**src/verilog/backend_cfg.svh**
```systemverilog
`ifndef BACKEND_CFG_SVH
`define BACKEND_CFG_SVH

// ======================================================================
// Datapath and storage sizes
// ======================================================================

`define XLEN 32

`define ARCH_REGS 8 // Architectural integer registers

`define PHYS_REGS 16 // Rename pool, twice the architectural file

`define ROB_SIZE 8 // In-flight instructions between issue and commit

`endif
```
**src/verilog/BackendPkg.sv**
```systemverilog
`include "backend_cfg.svh"

package BackendPkg;

    typedef enum logic [3:0] {
        OP_ADD  = 4'h0,
        OP_SUB  = 4'h1,
        OP_AND  = 4'h2,
        OP_OR   = 4'h3,
        OP_XOR  = 4'h4,
        OP_ADDI = 4'h5
    } OpCode;

    typedef logic [$clog2(`ARCH_REGS)-1:0] ArchIdx;
    typedef logic [$clog2(`PHYS_REGS)-1:0] PhysIdx;
    typedef logic [$clog2(`ROB_SIZE)-1:0] RobIdx;

    typedef struct packed {
        OpCode       opcode;
        ArchIdx      rd;
        ArchIdx      rs1;
        ArchIdx      rs2;
        logic [18:0] pad;
    } RType;

    typedef struct packed {
        OpCode       opcode;
        ArchIdx      rd;
        ArchIdx      rs1;
        logic [11:0] imm12;
        logic [9:0]  pad;
    } IType;

    // The opcode sits in the same bits in both views and picks one
    typedef union packed {
        RType r;
        IType i;
    } InstWord;

endpackage

```
**src/verilog/BackendIfs.sv**
```systemverilog
`timescale 1ns/1ps
`include "backend_cfg.svh"

// ======================================================================
// Decode to Rename
// ======================================================================

interface DecodeRenameIO;
    logic valid;
    BackendPkg::OpCode op;
    BackendPkg::ArchIdx rd;
    BackendPkg::ArchIdx rs1;
    BackendPkg::ArchIdx rs2;
    logic [`XLEN-1:0] imm;
    logic useImm;
    logic stall;

    modport decode(output valid, op, rd, rs1, rs2, imm, useImm, input stall);
    modport rename(input valid, op, rd, rs1, rs2, imm, useImm, output stall);
endinterface

interface RenameExecIO;
    logic valid;
    BackendPkg::OpCode op;
    BackendPkg::PhysIdx prd;
    BackendPkg::PhysIdx prs1;
    BackendPkg::PhysIdx prs2;
    logic [`XLEN-1:0] imm;
    logic useImm;
    BackendPkg::RobIdx robIdx;

    modport rename(output valid, op, prd, prs1, prs2, imm, useImm, robIdx);
    modport exec(input valid, op, prd, prs1, prs2, imm, useImm, robIdx);
endinterface

// ======================================================================
// ROB side
// ======================================================================

interface RobAllocIO;
    logic valid;
    BackendPkg::ArchIdx rd;
    BackendPkg::PhysIdx prd;
    BackendPkg::PhysIdx oldPrd;
    BackendPkg::RobIdx robIdx;
    logic full;

    modport rename(output valid, rd, prd, oldPrd, input robIdx, full);
    modport rob(input valid, rd, prd, oldPrd, output robIdx, full);
endinterface

interface WriteBackIO;
    logic valid;
    BackendPkg::PhysIdx prd;
    BackendPkg::RobIdx robIdx;
    logic [`XLEN-1:0] value;

    modport exec(output valid, prd, robIdx, value);
    modport sink(input valid, prd, robIdx, value);
endinterface

interface CommitIO;
    logic valid;
    BackendPkg::ArchIdx rd;
    BackendPkg::PhysIdx oldPrd;

    modport rob(output valid, rd, oldPrd);
    modport sink(input valid, rd, oldPrd);
endinterface

```
**src/verilog/Backend.sv**
```systemverilog
`timescale 1ns/1ps
`include "backend_cfg.svh"

module Backend (
    input logic clk,
    input logic reset,
    input logic fetchValid,
    input BackendPkg::InstWord fetchInst,
    output logic stall,
    output logic commitValid,
    output BackendPkg::ArchIdx commitArchReg,
    output logic [`XLEN-1:0] commitValue
);
    DecodeRenameIO decRenameIo();
    RenameExecIO renameExecIo();
    RobAllocIO robAllocIo();
    WriteBackIO writeBackIo();
    CommitIO commitIo();

    assign commitValid = commitIo.valid;
    assign commitArchReg = commitIo.rd;

    Decode i_Decode (
        .clk(clk),
        .reset(reset),
        .fetchValid(fetchValid),
        .fetchInst(fetchInst),
        .stall(stall),
        .out(decRenameIo)
    );

    Rename i_Rename (
        .clk(clk),
        .reset(reset),
        .in(decRenameIo),
        .exec(renameExecIo),
        .alloc(robAllocIo),
        .wb(writeBackIo),
        .commit(commitIo)
    );

    ROB i_ROB (
        .clk(clk),
        .reset(reset),
        .alloc(robAllocIo),
        .wb(writeBackIo),
        .commit(commitIo),
        .commitValue(commitValue)
    );

    Execute i_Execute (
        .clk(clk),
        .reset(reset),
        .in(renameExecIo),
        .wb(writeBackIo)
    );
endmodule

```
**src/verilog/Execute.sv**
```systemverilog
`timescale 1ns/1ps
`include "backend_cfg.svh"

module Execute (
    input logic clk,
    input logic reset,
    RenameExecIO.exec in,
    WriteBackIO.exec wb
);
    logic [`XLEN-1:0] regFile [`PHYS_REGS];
    logic [`XLEN-1:0] srcA;
    logic [`XLEN-1:0] srcB;
    logic [`XLEN-1:0] result;

    always_comb begin
        srcA = (wb.valid && wb.prd == in.prs1) ? wb.value : regFile[in.prs1];
        if (in.useImm) begin
            srcB = in.imm;
        end else begin
            srcB = (wb.valid && wb.prd == in.prs2) ? wb.value : regFile[in.prs2];
        end
        case (in.op)
            BackendPkg::OP_ADD,
            BackendPkg::OP_ADDI: result = srcA + srcB;
            BackendPkg::OP_SUB:  result = srcA - srcB;
            BackendPkg::OP_AND:  result = srcA & srcB;
            BackendPkg::OP_OR:   result = srcA | srcB;
            BackendPkg::OP_XOR:  result = srcA ^ srcB;
            default:             result = '0;
        endcase
    end

    // ======================================================================
    // Writeback stage
    // ======================================================================

    always_ff @(posedge clk) begin
        if (reset) begin
            wb.valid <= 1'b0;
        end else begin
            wb.valid <= in.valid;
        end
    end

    always_ff @(posedge clk) begin
        if (in.valid) begin
            wb.prd    <= in.prd;
            wb.robIdx <= in.robIdx;
            wb.value  <= result;
        end
    end

    // File update trails the writeback strobe by one edge
    always_ff @(posedge clk) begin
        if (reset) begin
            for (int i = 0; i < `PHYS_REGS; i++) begin
                regFile[i] <= '0;
            end
        end else if (wb.valid) begin
            regFile[wb.prd] <= wb.value;
        end
    end
endmodule

```
**src/verilog/ROB.sv**
```systemverilog
`timescale 1ns/1ps
`include "backend_cfg.svh"

module ROB (
    input logic clk,
    input logic reset,
    RobAllocIO.rob alloc,
    WriteBackIO.sink wb,
    CommitIO.rob commit,
    output logic [`XLEN-1:0] commitValue
);
    BackendPkg::ArchIdx entryRd [`ROB_SIZE];
    BackendPkg::PhysIdx entryPrd [`ROB_SIZE];
    BackendPkg::PhysIdx entryOldPrd [`ROB_SIZE];
    logic [`XLEN-1:0] entryValue [`ROB_SIZE];
    logic [`ROB_SIZE-1:0] entryDone;
    BackendPkg::RobIdx head;
    BackendPkg::RobIdx tail;
    logic [$clog2(`ROB_SIZE):0] count;
    logic wbHit;

    assign alloc.robIdx = tail;
    assign alloc.full = count == `ROB_SIZE;

    // Tag check against the destination recorded at allocation
    assign wbHit = wb.valid && entryPrd[wb.robIdx] == wb.prd;

    assign commit.valid  = count != 0 && entryDone[head];
    assign commit.rd     = entryRd[head];
    assign commit.oldPrd = entryOldPrd[head];
    assign commitValue   = entryValue[head];

    // ======================================================================
    // Pointers and done flags
    // ======================================================================

    always_ff @(posedge clk) begin
        if (reset) begin
            head      <= '0;
            tail      <= '0;
            count     <= '0;
            entryDone <= '0;
        end else begin
            if (alloc.valid) begin
                entryDone[tail] <= 1'b0;
                tail            <= tail + 1'b1;
            end
            if (wbHit) begin
                entryDone[wb.robIdx] <= 1'b1;
            end
            if (commit.valid) begin
                head <= head + 1'b1;
            end
            if (alloc.valid && !commit.valid) begin
                count <= count + 1'b1;
            end else if (commit.valid && !alloc.valid) begin
                count <= count - 1'b1;
            end
        end
    end

    always_ff @(posedge clk) begin
        if (alloc.valid) begin
            entryRd[tail]     <= alloc.rd;
            entryPrd[tail]    <= alloc.prd;
            entryOldPrd[tail] <= alloc.oldPrd;
        end
        if (wbHit) begin
            entryValue[wb.robIdx] <= wb.value; // Held until the entry commits
        end
    end
endmodule

```
**src/verilog/Rename.sv**
```systemverilog
`timescale 1ns/1ps
`include "backend_cfg.svh"

module Rename (
    input logic clk,
    input logic reset,
    DecodeRenameIO.rename in,
    RenameExecIO.rename exec,
    RobAllocIO.rename alloc,
    WriteBackIO.sink wb,
    CommitIO.sink commit
);
    BackendPkg::PhysIdx rat [`ARCH_REGS];
    BackendPkg::PhysIdx freeList [`PHYS_REGS];
    BackendPkg::PhysIdx freeHead;
    BackendPkg::PhysIdx freeTail;
    logic [$clog2(`PHYS_REGS):0] freeCount;
    logic [`PHYS_REGS-1:0] busy;
    BackendPkg::PhysIdx prs1;
    BackendPkg::PhysIdx prs2;
    BackendPkg::PhysIdx newPrd;
    logic src1Ready;
    logic src2Ready;
    logic issue;

    // ======================================================================
    // Lookup and issue gate
    // ======================================================================

    assign prs1 = rat[in.rs1];
    assign prs2 = rat[in.rs2];
    assign newPrd = freeList[freeHead];

    // A writeback in this cycle counts as ready, Execute forwards it
    assign src1Ready = !busy[prs1] || (wb.valid && wb.prd == prs1);
    assign src2Ready = in.useImm || !busy[prs2] || (wb.valid && wb.prd == prs2);

    assign issue = in.valid && src1Ready && src2Ready && freeCount != 0 && !alloc.full;
    assign in.stall = in.valid && !issue;

    assign exec.valid  = issue;
    assign exec.op     = in.op;
    assign exec.prd    = newPrd;
    assign exec.prs1   = prs1;
    assign exec.prs2   = prs2;
    assign exec.imm    = in.imm;
    assign exec.useImm = in.useImm;
    assign exec.robIdx = alloc.robIdx;

    assign alloc.valid  = issue;
    assign alloc.rd     = in.rd;
    assign alloc.prd    = newPrd;
    assign alloc.oldPrd = rat[in.rd]; // Freed once this instruction commits

    // ======================================================================
    // Table updates
    // ======================================================================

    always_ff @(posedge clk) begin
        if (reset) begin
            for (int i = 0; i < `ARCH_REGS; i++) begin
                rat[i] <= BackendPkg::PhysIdx'(i);
            end
            for (int i = 0; i < `PHYS_REGS - `ARCH_REGS; i++) begin
                freeList[i] <= BackendPkg::PhysIdx'(i + `ARCH_REGS);
            end
            freeHead  <= '0;
            freeTail  <= BackendPkg::PhysIdx'(`PHYS_REGS - `ARCH_REGS);
            freeCount <= ($clog2(`PHYS_REGS)+1)'(`PHYS_REGS - `ARCH_REGS);
            busy      <= '0;
        end else begin
            if (issue) begin
                rat[in.rd] <= newPrd;
                freeHead   <= freeHead + 1'b1;
            end
            if (commit.valid) begin
                freeList[freeTail] <= commit.oldPrd;
                freeTail           <= freeTail + 1'b1;
            end
            if (issue && !commit.valid) begin
                freeCount <= freeCount - 1'b1;
            end else if (commit.valid && !issue) begin
                freeCount <= freeCount + 1'b1;
            end
            if (wb.valid) begin
                busy[wb.prd] <= 1'b0;
            end
            if (issue) begin
                busy[newPrd] <= 1'b1; // Never the register being written back
            end
        end
    end
endmodule

```
**src/verilog/Decode.sv**
```systemverilog
`timescale 1ns/1ps
`include "backend_cfg.svh"

module Decode (
    input logic clk,
    input logic reset,
    input logic fetchValid,
    input BackendPkg::InstWord fetchInst,
    output logic stall,
    DecodeRenameIO.decode out
);
    logic isImm;
    BackendPkg::ArchIdx decRd;
    BackendPkg::ArchIdx decRs1;
    BackendPkg::ArchIdx decRs2;
    logic [`XLEN-1:0] decImm;

    assign stall = out.valid & out.stall; // Held word cannot leave this cycle

    always_comb begin
        isImm = fetchInst.r.opcode == BackendPkg::OP_ADDI;
        if (isImm) begin
            decRd  = fetchInst.i.rd;
            decRs1 = fetchInst.i.rs1;
            decRs2 = '0;
            decImm = {{(`XLEN-12){fetchInst.i.imm12[11]}}, fetchInst.i.imm12};
        end else begin
            decRd  = fetchInst.r.rd;
            decRs1 = fetchInst.r.rs1;
            decRs2 = fetchInst.r.rs2;
            decImm = '0;
        end
    end

    always_ff @(posedge clk) begin
        if (reset) begin
            out.valid <= 1'b0;
        end else if (!stall) begin
            out.valid <= fetchValid;
        end
    end

    always_ff @(posedge clk) begin
        if (fetchValid && !stall) begin
            out.op     <= fetchInst.r.opcode;
            out.rd     <= decRd;
            out.rs1    <= decRs1;
            out.rs2    <= decRs2;
            out.imm    <= decImm;
            out.useImm <= isImm;
        end
    end
endmodule

```
**config.mk**
```make
export PLATFORM = sky130hd
export DESIGN_NAME = Backend
export DESIGN_NICKNAME = d
export VERILOG_FILES = /design/src/verilog/BackendPkg.sv /design/src/verilog/BackendIfs.sv /design/src/verilog/Backend.sv /design/src/verilog/Execute.sv /design/src/verilog/ROB.sv /design/src/verilog/Rename.sv /design/src/verilog/Decode.sv
export VERILOG_INCLUDE_DIRS = /design/src /design/src/verilog
export SDC_FILE = /design/constraint.sdc
export NUM_CORES = 2
export LEC_CHECK = 0
export ABC_CLOCK_PERIOD_IN_PS = 5900
export BUFFER_PORTS_ARGS = -buffer_cell sky130_fd_sc_hd__buf_4
export CAP_MARGIN = 20
export CORE_MARGIN = 4
export CORE_UTILIZATION = 36
export CTS_BUF_LIST = sky130_fd_sc_hd__clkbuf_4 sky130_fd_sc_hd__clkbuf_8 sky130_fd_sc_hd__clkbuf_16
export CTS_CLUSTER_SIZE = 16
export DETAILED_ROUTE_END_ITERATION = 7
export GPL_TIMING_DRIVEN = 1
export PLACE_DENSITY = 0.58
export SLEW_MARGIN = 20
export SYNTH_ARGS = -nofsm -noshare
export SYNTH_HDL_FRONTEND = slang
export SYNTH_SLANG_ARGS = --single-unit
```
**constraint.sdc**
```tcl
create_clock -name clk -period 5.9 [get_ports clk]
set_input_delay 0.295 -clock clk [delete_from_list [all_inputs] [get_ports clk]]
set_output_delay 0.295 -clock clk [all_outputs]
set_load 0.01 [all_outputs]
```
-- Word-level counts from Yosys, hierarchy flattened
Memory sizes are Yosys's and may differ from the RTL's. A register that Yosys moved wholly into a read port is not among the register bits.
Cells that the tools add are included.
- add/subtract/negate cells: 10
- magnitude comparators: 11
- eq/ne operators: 10
- mux-type cells: 64
- bitwise logic cells: 10
- reduce and logical (&&, ||, !) cells: 33
- operator list (operator ; count):
    $pmux 32 s5 ; 1
    $mux 32 ; 4
    $mux 16 ; 3
    $mux 3 ; 12
    $add 32x32->32 ; 1
    $and 32x32->32 ; 1
    $mux 4 ; 8
    $or 32x32->32 ; 1
    $reduce_or 32->1 ; 1
    $sub 32x32->32 ; 1
    $xor 32x32->32 ; 1
    $mux 1 ; 24
    $mux 8 ; 3
    $lt 4x5->1 const B ; 4
    $and 16x16->16 ; 1
    $logic_and 1x1->1 ; 16
    $not 16->16 ; 1
    $or 16x16->16 ; 1
    $add 4x1->4 const B ; 3
    $eq 4x3->1 const B ; 3
    $eq 4x4->1 ; 3
    $lt 3x4->1 const B ; 3
    $mux 5 ; 2
    $and 8x8->8 ; 1
    24 further kinds ; 39
- flip-flop bits (word level): 114
- memory bits (writable): 952
- bits of input ports: 35
- output and inout port bits: 37
- logic and storage cells: 164
- memories kept: 7
- memory list (name ; words ; width ; read ports ; clocked after Yosys merged registers in ; wr ports ; RTL line ; text):
    i_Execute.regFile ; 16 ; 32 ; 2 ; 0 ; 16 ; Execute.sv:10 ; logic [`XLEN-1:0] regFile [`PHYS_REGS];
    i_ROB.entryValue ; 8 ; 32 ; 1 ; 1 ; 1 ; ROB.sv:15 ; logic [`XLEN-1:0] entryValue [`ROB_SIZE];
    i_Rename.freeList ; 16 ; 4 ; 1 ; 1 ; 8 ; Rename.sv:14 ; BackendPkg::PhysIdx freeList [`PHYS_REGS];
    i_ROB.entryOldPrd ; 8 ; 4 ; 1 ; 1 ; 1 ; ROB.sv:14 ; BackendPkg::PhysIdx entryOldPrd [`ROB_SIZE];
    i_ROB.entryPrd ; 8 ; 4 ; 1 ; 1 ; 1 ; ROB.sv:13 ; BackendPkg::PhysIdx entryPrd [`ROB_SIZE];
    i_Rename.rat ; 8 ; 4 ; 3 ; 3 ; 8 ; Rename.sv:13 ; BackendPkg::PhysIdx rat [`ARCH_REGS];
    1 more memories ; -- ; -- ; -- ; -- ; -- ; -- ;

-- Logic depth before layout (Yosys ltp)
- depth in word-level cells: 14
- mapped depth: 33
- mapped depth without buffers: 28

-- Hierarchy
A second synthesis with hierarchy kept.
- cell total of the unflattened synthesis: 3718
- area total of the unflattened synthesis: 55220.5 um^2
- by module, submodules not included (module ; instances ; cells each ; area each (um^2) ; sequential area each (um^2)):
    Execute ; 1 ; 2385 ; 32874.0 ; 16565.9
    ROB ; 1 ; 647 ; 14127.3 ; 10750.3
    Rename ; 1 ; 618 ; 7106.8 ; 3543.4
    Decode ; 1 ; 68 ; 1112.3 ; 800.8

-- Worst setup path after synthesis
Ideal clock, no wire load.
- kind: register to register
- from: register with a tool-made name
- to: register i_Execute.wb.value[31] (data pin)
- setup time: 266 ps
- arrival time: 6181 ps
- required time: 5634 ps
- slack: -547 ps
- cell stages (with the launch flop): 29
- path buffers: 5
- period minus slack after synthesis: 6447 ps
- path through: dfxtp_1 buf_2 mux4_2 mux2i_1 clkbuf_1 buf_1 clkbuf_1 clkbuf_1 nand2_1 a311oi_1 a21oi_1 a211o_1 and2_1 inv_1 ha_1 a211o_1 a21oi_1 a2bb2oi_1 a41o_1 o21ai_0 a31o_2 a41oi_1 o21ai_0 a21oi_1 o21bai_1 nor3_1 a21oi_1 xnor2_1 o21ai_1
- RTL lines (element ; RTL line ; text):
    end signal: assignment ; Execute.sv:49 ; wb.value <= result;
    end: declaration ; BackendIfs.sv:58 ; modport exec(output valid, prd, robIdx, value);

==> impl_metrics.yaml <==
clock_network:
  numClockSinks: 1085
  path_clk_slew_ns: 0.06
  cts_root_buffer: "clkbuf_16"
  cts_max_level: 3
  clockBufferDepth: 3
  numCtsBuffers: 116
  clock_latency_ns: 0.77
  tritoncts: "built"
logic_synthesis:
  synth_area_leaders: "edfxtp_1 54%, and2_1 7.7%, mux4_2 5.0%"
  synth_common_cells: "1017 x edfxtp_1, 695 x and2_1, 637 x nand2_1"
  async_reset_ff_share_pct: 0
  yosysMostFrequentCell: "edfxtp_1"
  synth_edf_count: 1017
  netlist_area_mm2: 0.05659
  seq_area_frac_synth_pct: 56.37
  yosys.area.top_type_share_pct: 53.96
  ys_seq_elements: 1085
  synth.avg_cell_area_um2: 11.88
  synthFlopType: "edfxtp_1"
  netlist-cell-type-count: 99
  synth_nets: 4911
  synth_cells: 4764
  yosys.area.top_type: "edfxtp_1"
  ys_warn_count: 0
status:
  violations: "negative setup slack"
  status: "finished, violations left"
detailed_routing:
  drt-vias-per-instance: 5.796
  final_antenna_net_count: 0
  wl_per_cell_um: 26.91
  route.detailed.drc: 0
  drt-initial-drc-count: 5518
  drtPass1Iterations: 6
  vias: 42370
  routed_wl_mm: 196.7
worst_setup_path:
  worstSetupPathType: "register to register"
  start_kind: "register"
  cpMostUsedCell: "a21oi_2"
  required_ns: 6.40
  crit_path_max_incr_delay_ns: 0.53
  crit_path_max_fanout: 5
  cp.arrival_ns: 6.63
  critical_path.slowest_cell: "mux4_2"
  endpoint_kind: "register"
floorplanning:
  io_pins: 72
  num_rows: 145
  dieArea_mm2: 0.1636
  start_util_pct: 36.23
  fp.dieH_um: 404.5
  coreArea_mm2: 0.1562
  die_w_um: 404.5
sta:
  fin_setup_tns_ns: -0.7381
  hold_violations: 0
  timing.final.ws_setup_ns: -0.2275
  max_freq_mhz: 163.2
  finalSetupViolCount: 5
  finalMaxSlewViolations: 0
  finalCritPeriodShare_pct: 103.9
  slew_headroom_pct: 18.79
  final.min_clock_period_ns: 6.128
  tightest_slew_ns: 1.218
  skew_ns: 0.07110
  rsz0062_at_grt: "yes"
  fin_hold_ws_ns: 0.2944
power_and_ir_drop:
  p_leak_uw: 0.02486
  ir_drop_uv: 251.5
  p_per_area_mw_per_mm2: 369.0
  total_power_uw: 25130
worst_hold_path:
  hold_class: "primary input to register"
finish:
  fin_area_mm2: 0.06810
  fin_nets: 5290
  drive_gt1_share_pct: 23.43
  area_delta_synth_final_pct: 20.34
flow_run:
  maxCapViolCount: 0
placement:
  place_congestion: 0.9047
  placed_area_mm2: 0.06261
  io_buffer_count: 61
  dp.final_hpwl_mm: 122.1
global_routing:
  antenna_found_initial: 16
  grt_pass1_wl_mm: 282.9
  track_usage_pct: 23.44
  grt_start_max_net_pins: 74
  grt_overflow: 0
  grt_pass1_vias: 40940
[worst paths after layout]
path                       endpoint  cells past startpoint           startpoint  slack, ns
max          i_Execute.wb.value[30]                     31             register      -0.23
min             i_Decode.out.rs1[0]                      2        fetchInst[22]       0.29
max reg2reg  i_Execute.wb.value[30]                     31             register      -0.23
min reg2reg                register                      1  i_Decode.out.rs1[1]       0.47
[cell families (layout without fill, tap and decap cells)]
kind of cell / count (synthesis) / in the layout / synth area share [%]
and+or+nand+nor: 1808 / 1809 / 16.34
DFF: 1085 / 1085 / 56.37
AOI/OAI and AO/OA: 862 / 862 / 11.19
buffers and inverters: 492 / 973 / 3.579
muxes: 325 / 325 / 8.771
adders and majority gates: 112 / 112 / 2.516
xor gates and xnor gates: 80 / 80 / 1.238
other: 0 / 7 / 0
[metrics by stage]
stage	instances	utilization (%)	setup slack [ns]
detailed placement	7005	40.08	-0.6772
global placement	7005	40.08	-0.7036
CTS	7271	43.03	-0.1888
floorplan	4764	-	-0.1127
finish	7311	43.60	-0.2275
global route	7306	43.59	-0.4480
[state kept, by name (all words and copies together), names as in the netlist, 16 cells and up, named ones only]
name                cells
i_ROB.entryRd          24
i_Rename.freeList      64
i_ROB.entryOldPrd      32
i_ROB.entryPrd         32
i_Execute.regFile     512
i_Rename.busy          16
i_Execute.wb.value     32
i_ROB.entryValue      256
i_Rename.rat           32
[layout by cell type (no fill, tap or decap), types with 29 or more instances in the layout]
master     instances
a31oi_1           78
buf_12            48
a221oi_1          46
mux4_2           126
clkbuf_16        119
and3_1            40
ha_1             107
nand2_1          625
a311oi_1          96
a211o_1           38
mux2i_1           96
and2_1           692
a21o_1            29
o22ai_1           30
mux2_2            88
a21oi_1           88
edfxtp_1        1017
buf_4            527
a211oi_1         185
dfxtp_1           63
nor2_1           166
nand3_1           88
xnor2_1           51
inv_1            111
o21ai_0           74
[worst max-delay path: cells and delay by family (launching register included)]
kind	cells	cell delay, ns
AO/OA/AOI/OAI	15	2.27
adder cells (fa/ha/maj)	1	0.34
XOR/XNOR	2	0.31
multiplexers	3	1.04
AND/OR/NAND/NOR	4	0.55
flip-flops	1	0.37
buffers and inverters	6	0.98
[cell type report]
| cell class | count | area [um^2] |
|---|---|---|
| fill | 14190 | 88100 |
| clock inverter | 88 | 953.4 |
| tap | 2058 | 2575 |
| timing repair buffer | 628 | 5544 |
| inverter | 124 | 465.4 |
| clock buffer | 133 | 3043 |
| antenna | 7 | 17.52 |
| sequential | 1085 | 31910 |
| multi-input combinational | 3188 | 23590 |
[timing repair]
item | CTS | global route
hold buffers | 24 | 0
pin swaps | 29 | 60
gates resized for setup | 45 | 131
buffers inserted | 21 | 28
hold endpoints to repair | 43 | 0
endpoints found under the setup margin | 13 | 14
gates cloned | 0 | 3
[where the power goes]
| part | total (uW) | switching, uW | internal (uW) |
|---|---|---|---|
| Clock | 7600 | 3220 | 4380 |
| Sequential | 9200 | 344 | 8860 |
| Combinational | 8320 | 4830 | 3490 |
| Total | 25100 | 8390 | 16700 |
[metal layers]
metal / part of all wire [%] / up-vias / wire length [um] / track usage [%]
li1: - / 18410 / - / -
met1: 41 / 21080 / 81260 / 33.16
met2: 44 / 2429 / 86900 / 35.92
met3: 11 / 457 / 20780 / 4.513
met4: 3.9 / 2 / 7755 / 8.480
met5: 0.0097 / - / 19 / 0
Note: power is estimated with default switching activity, not from simulation.
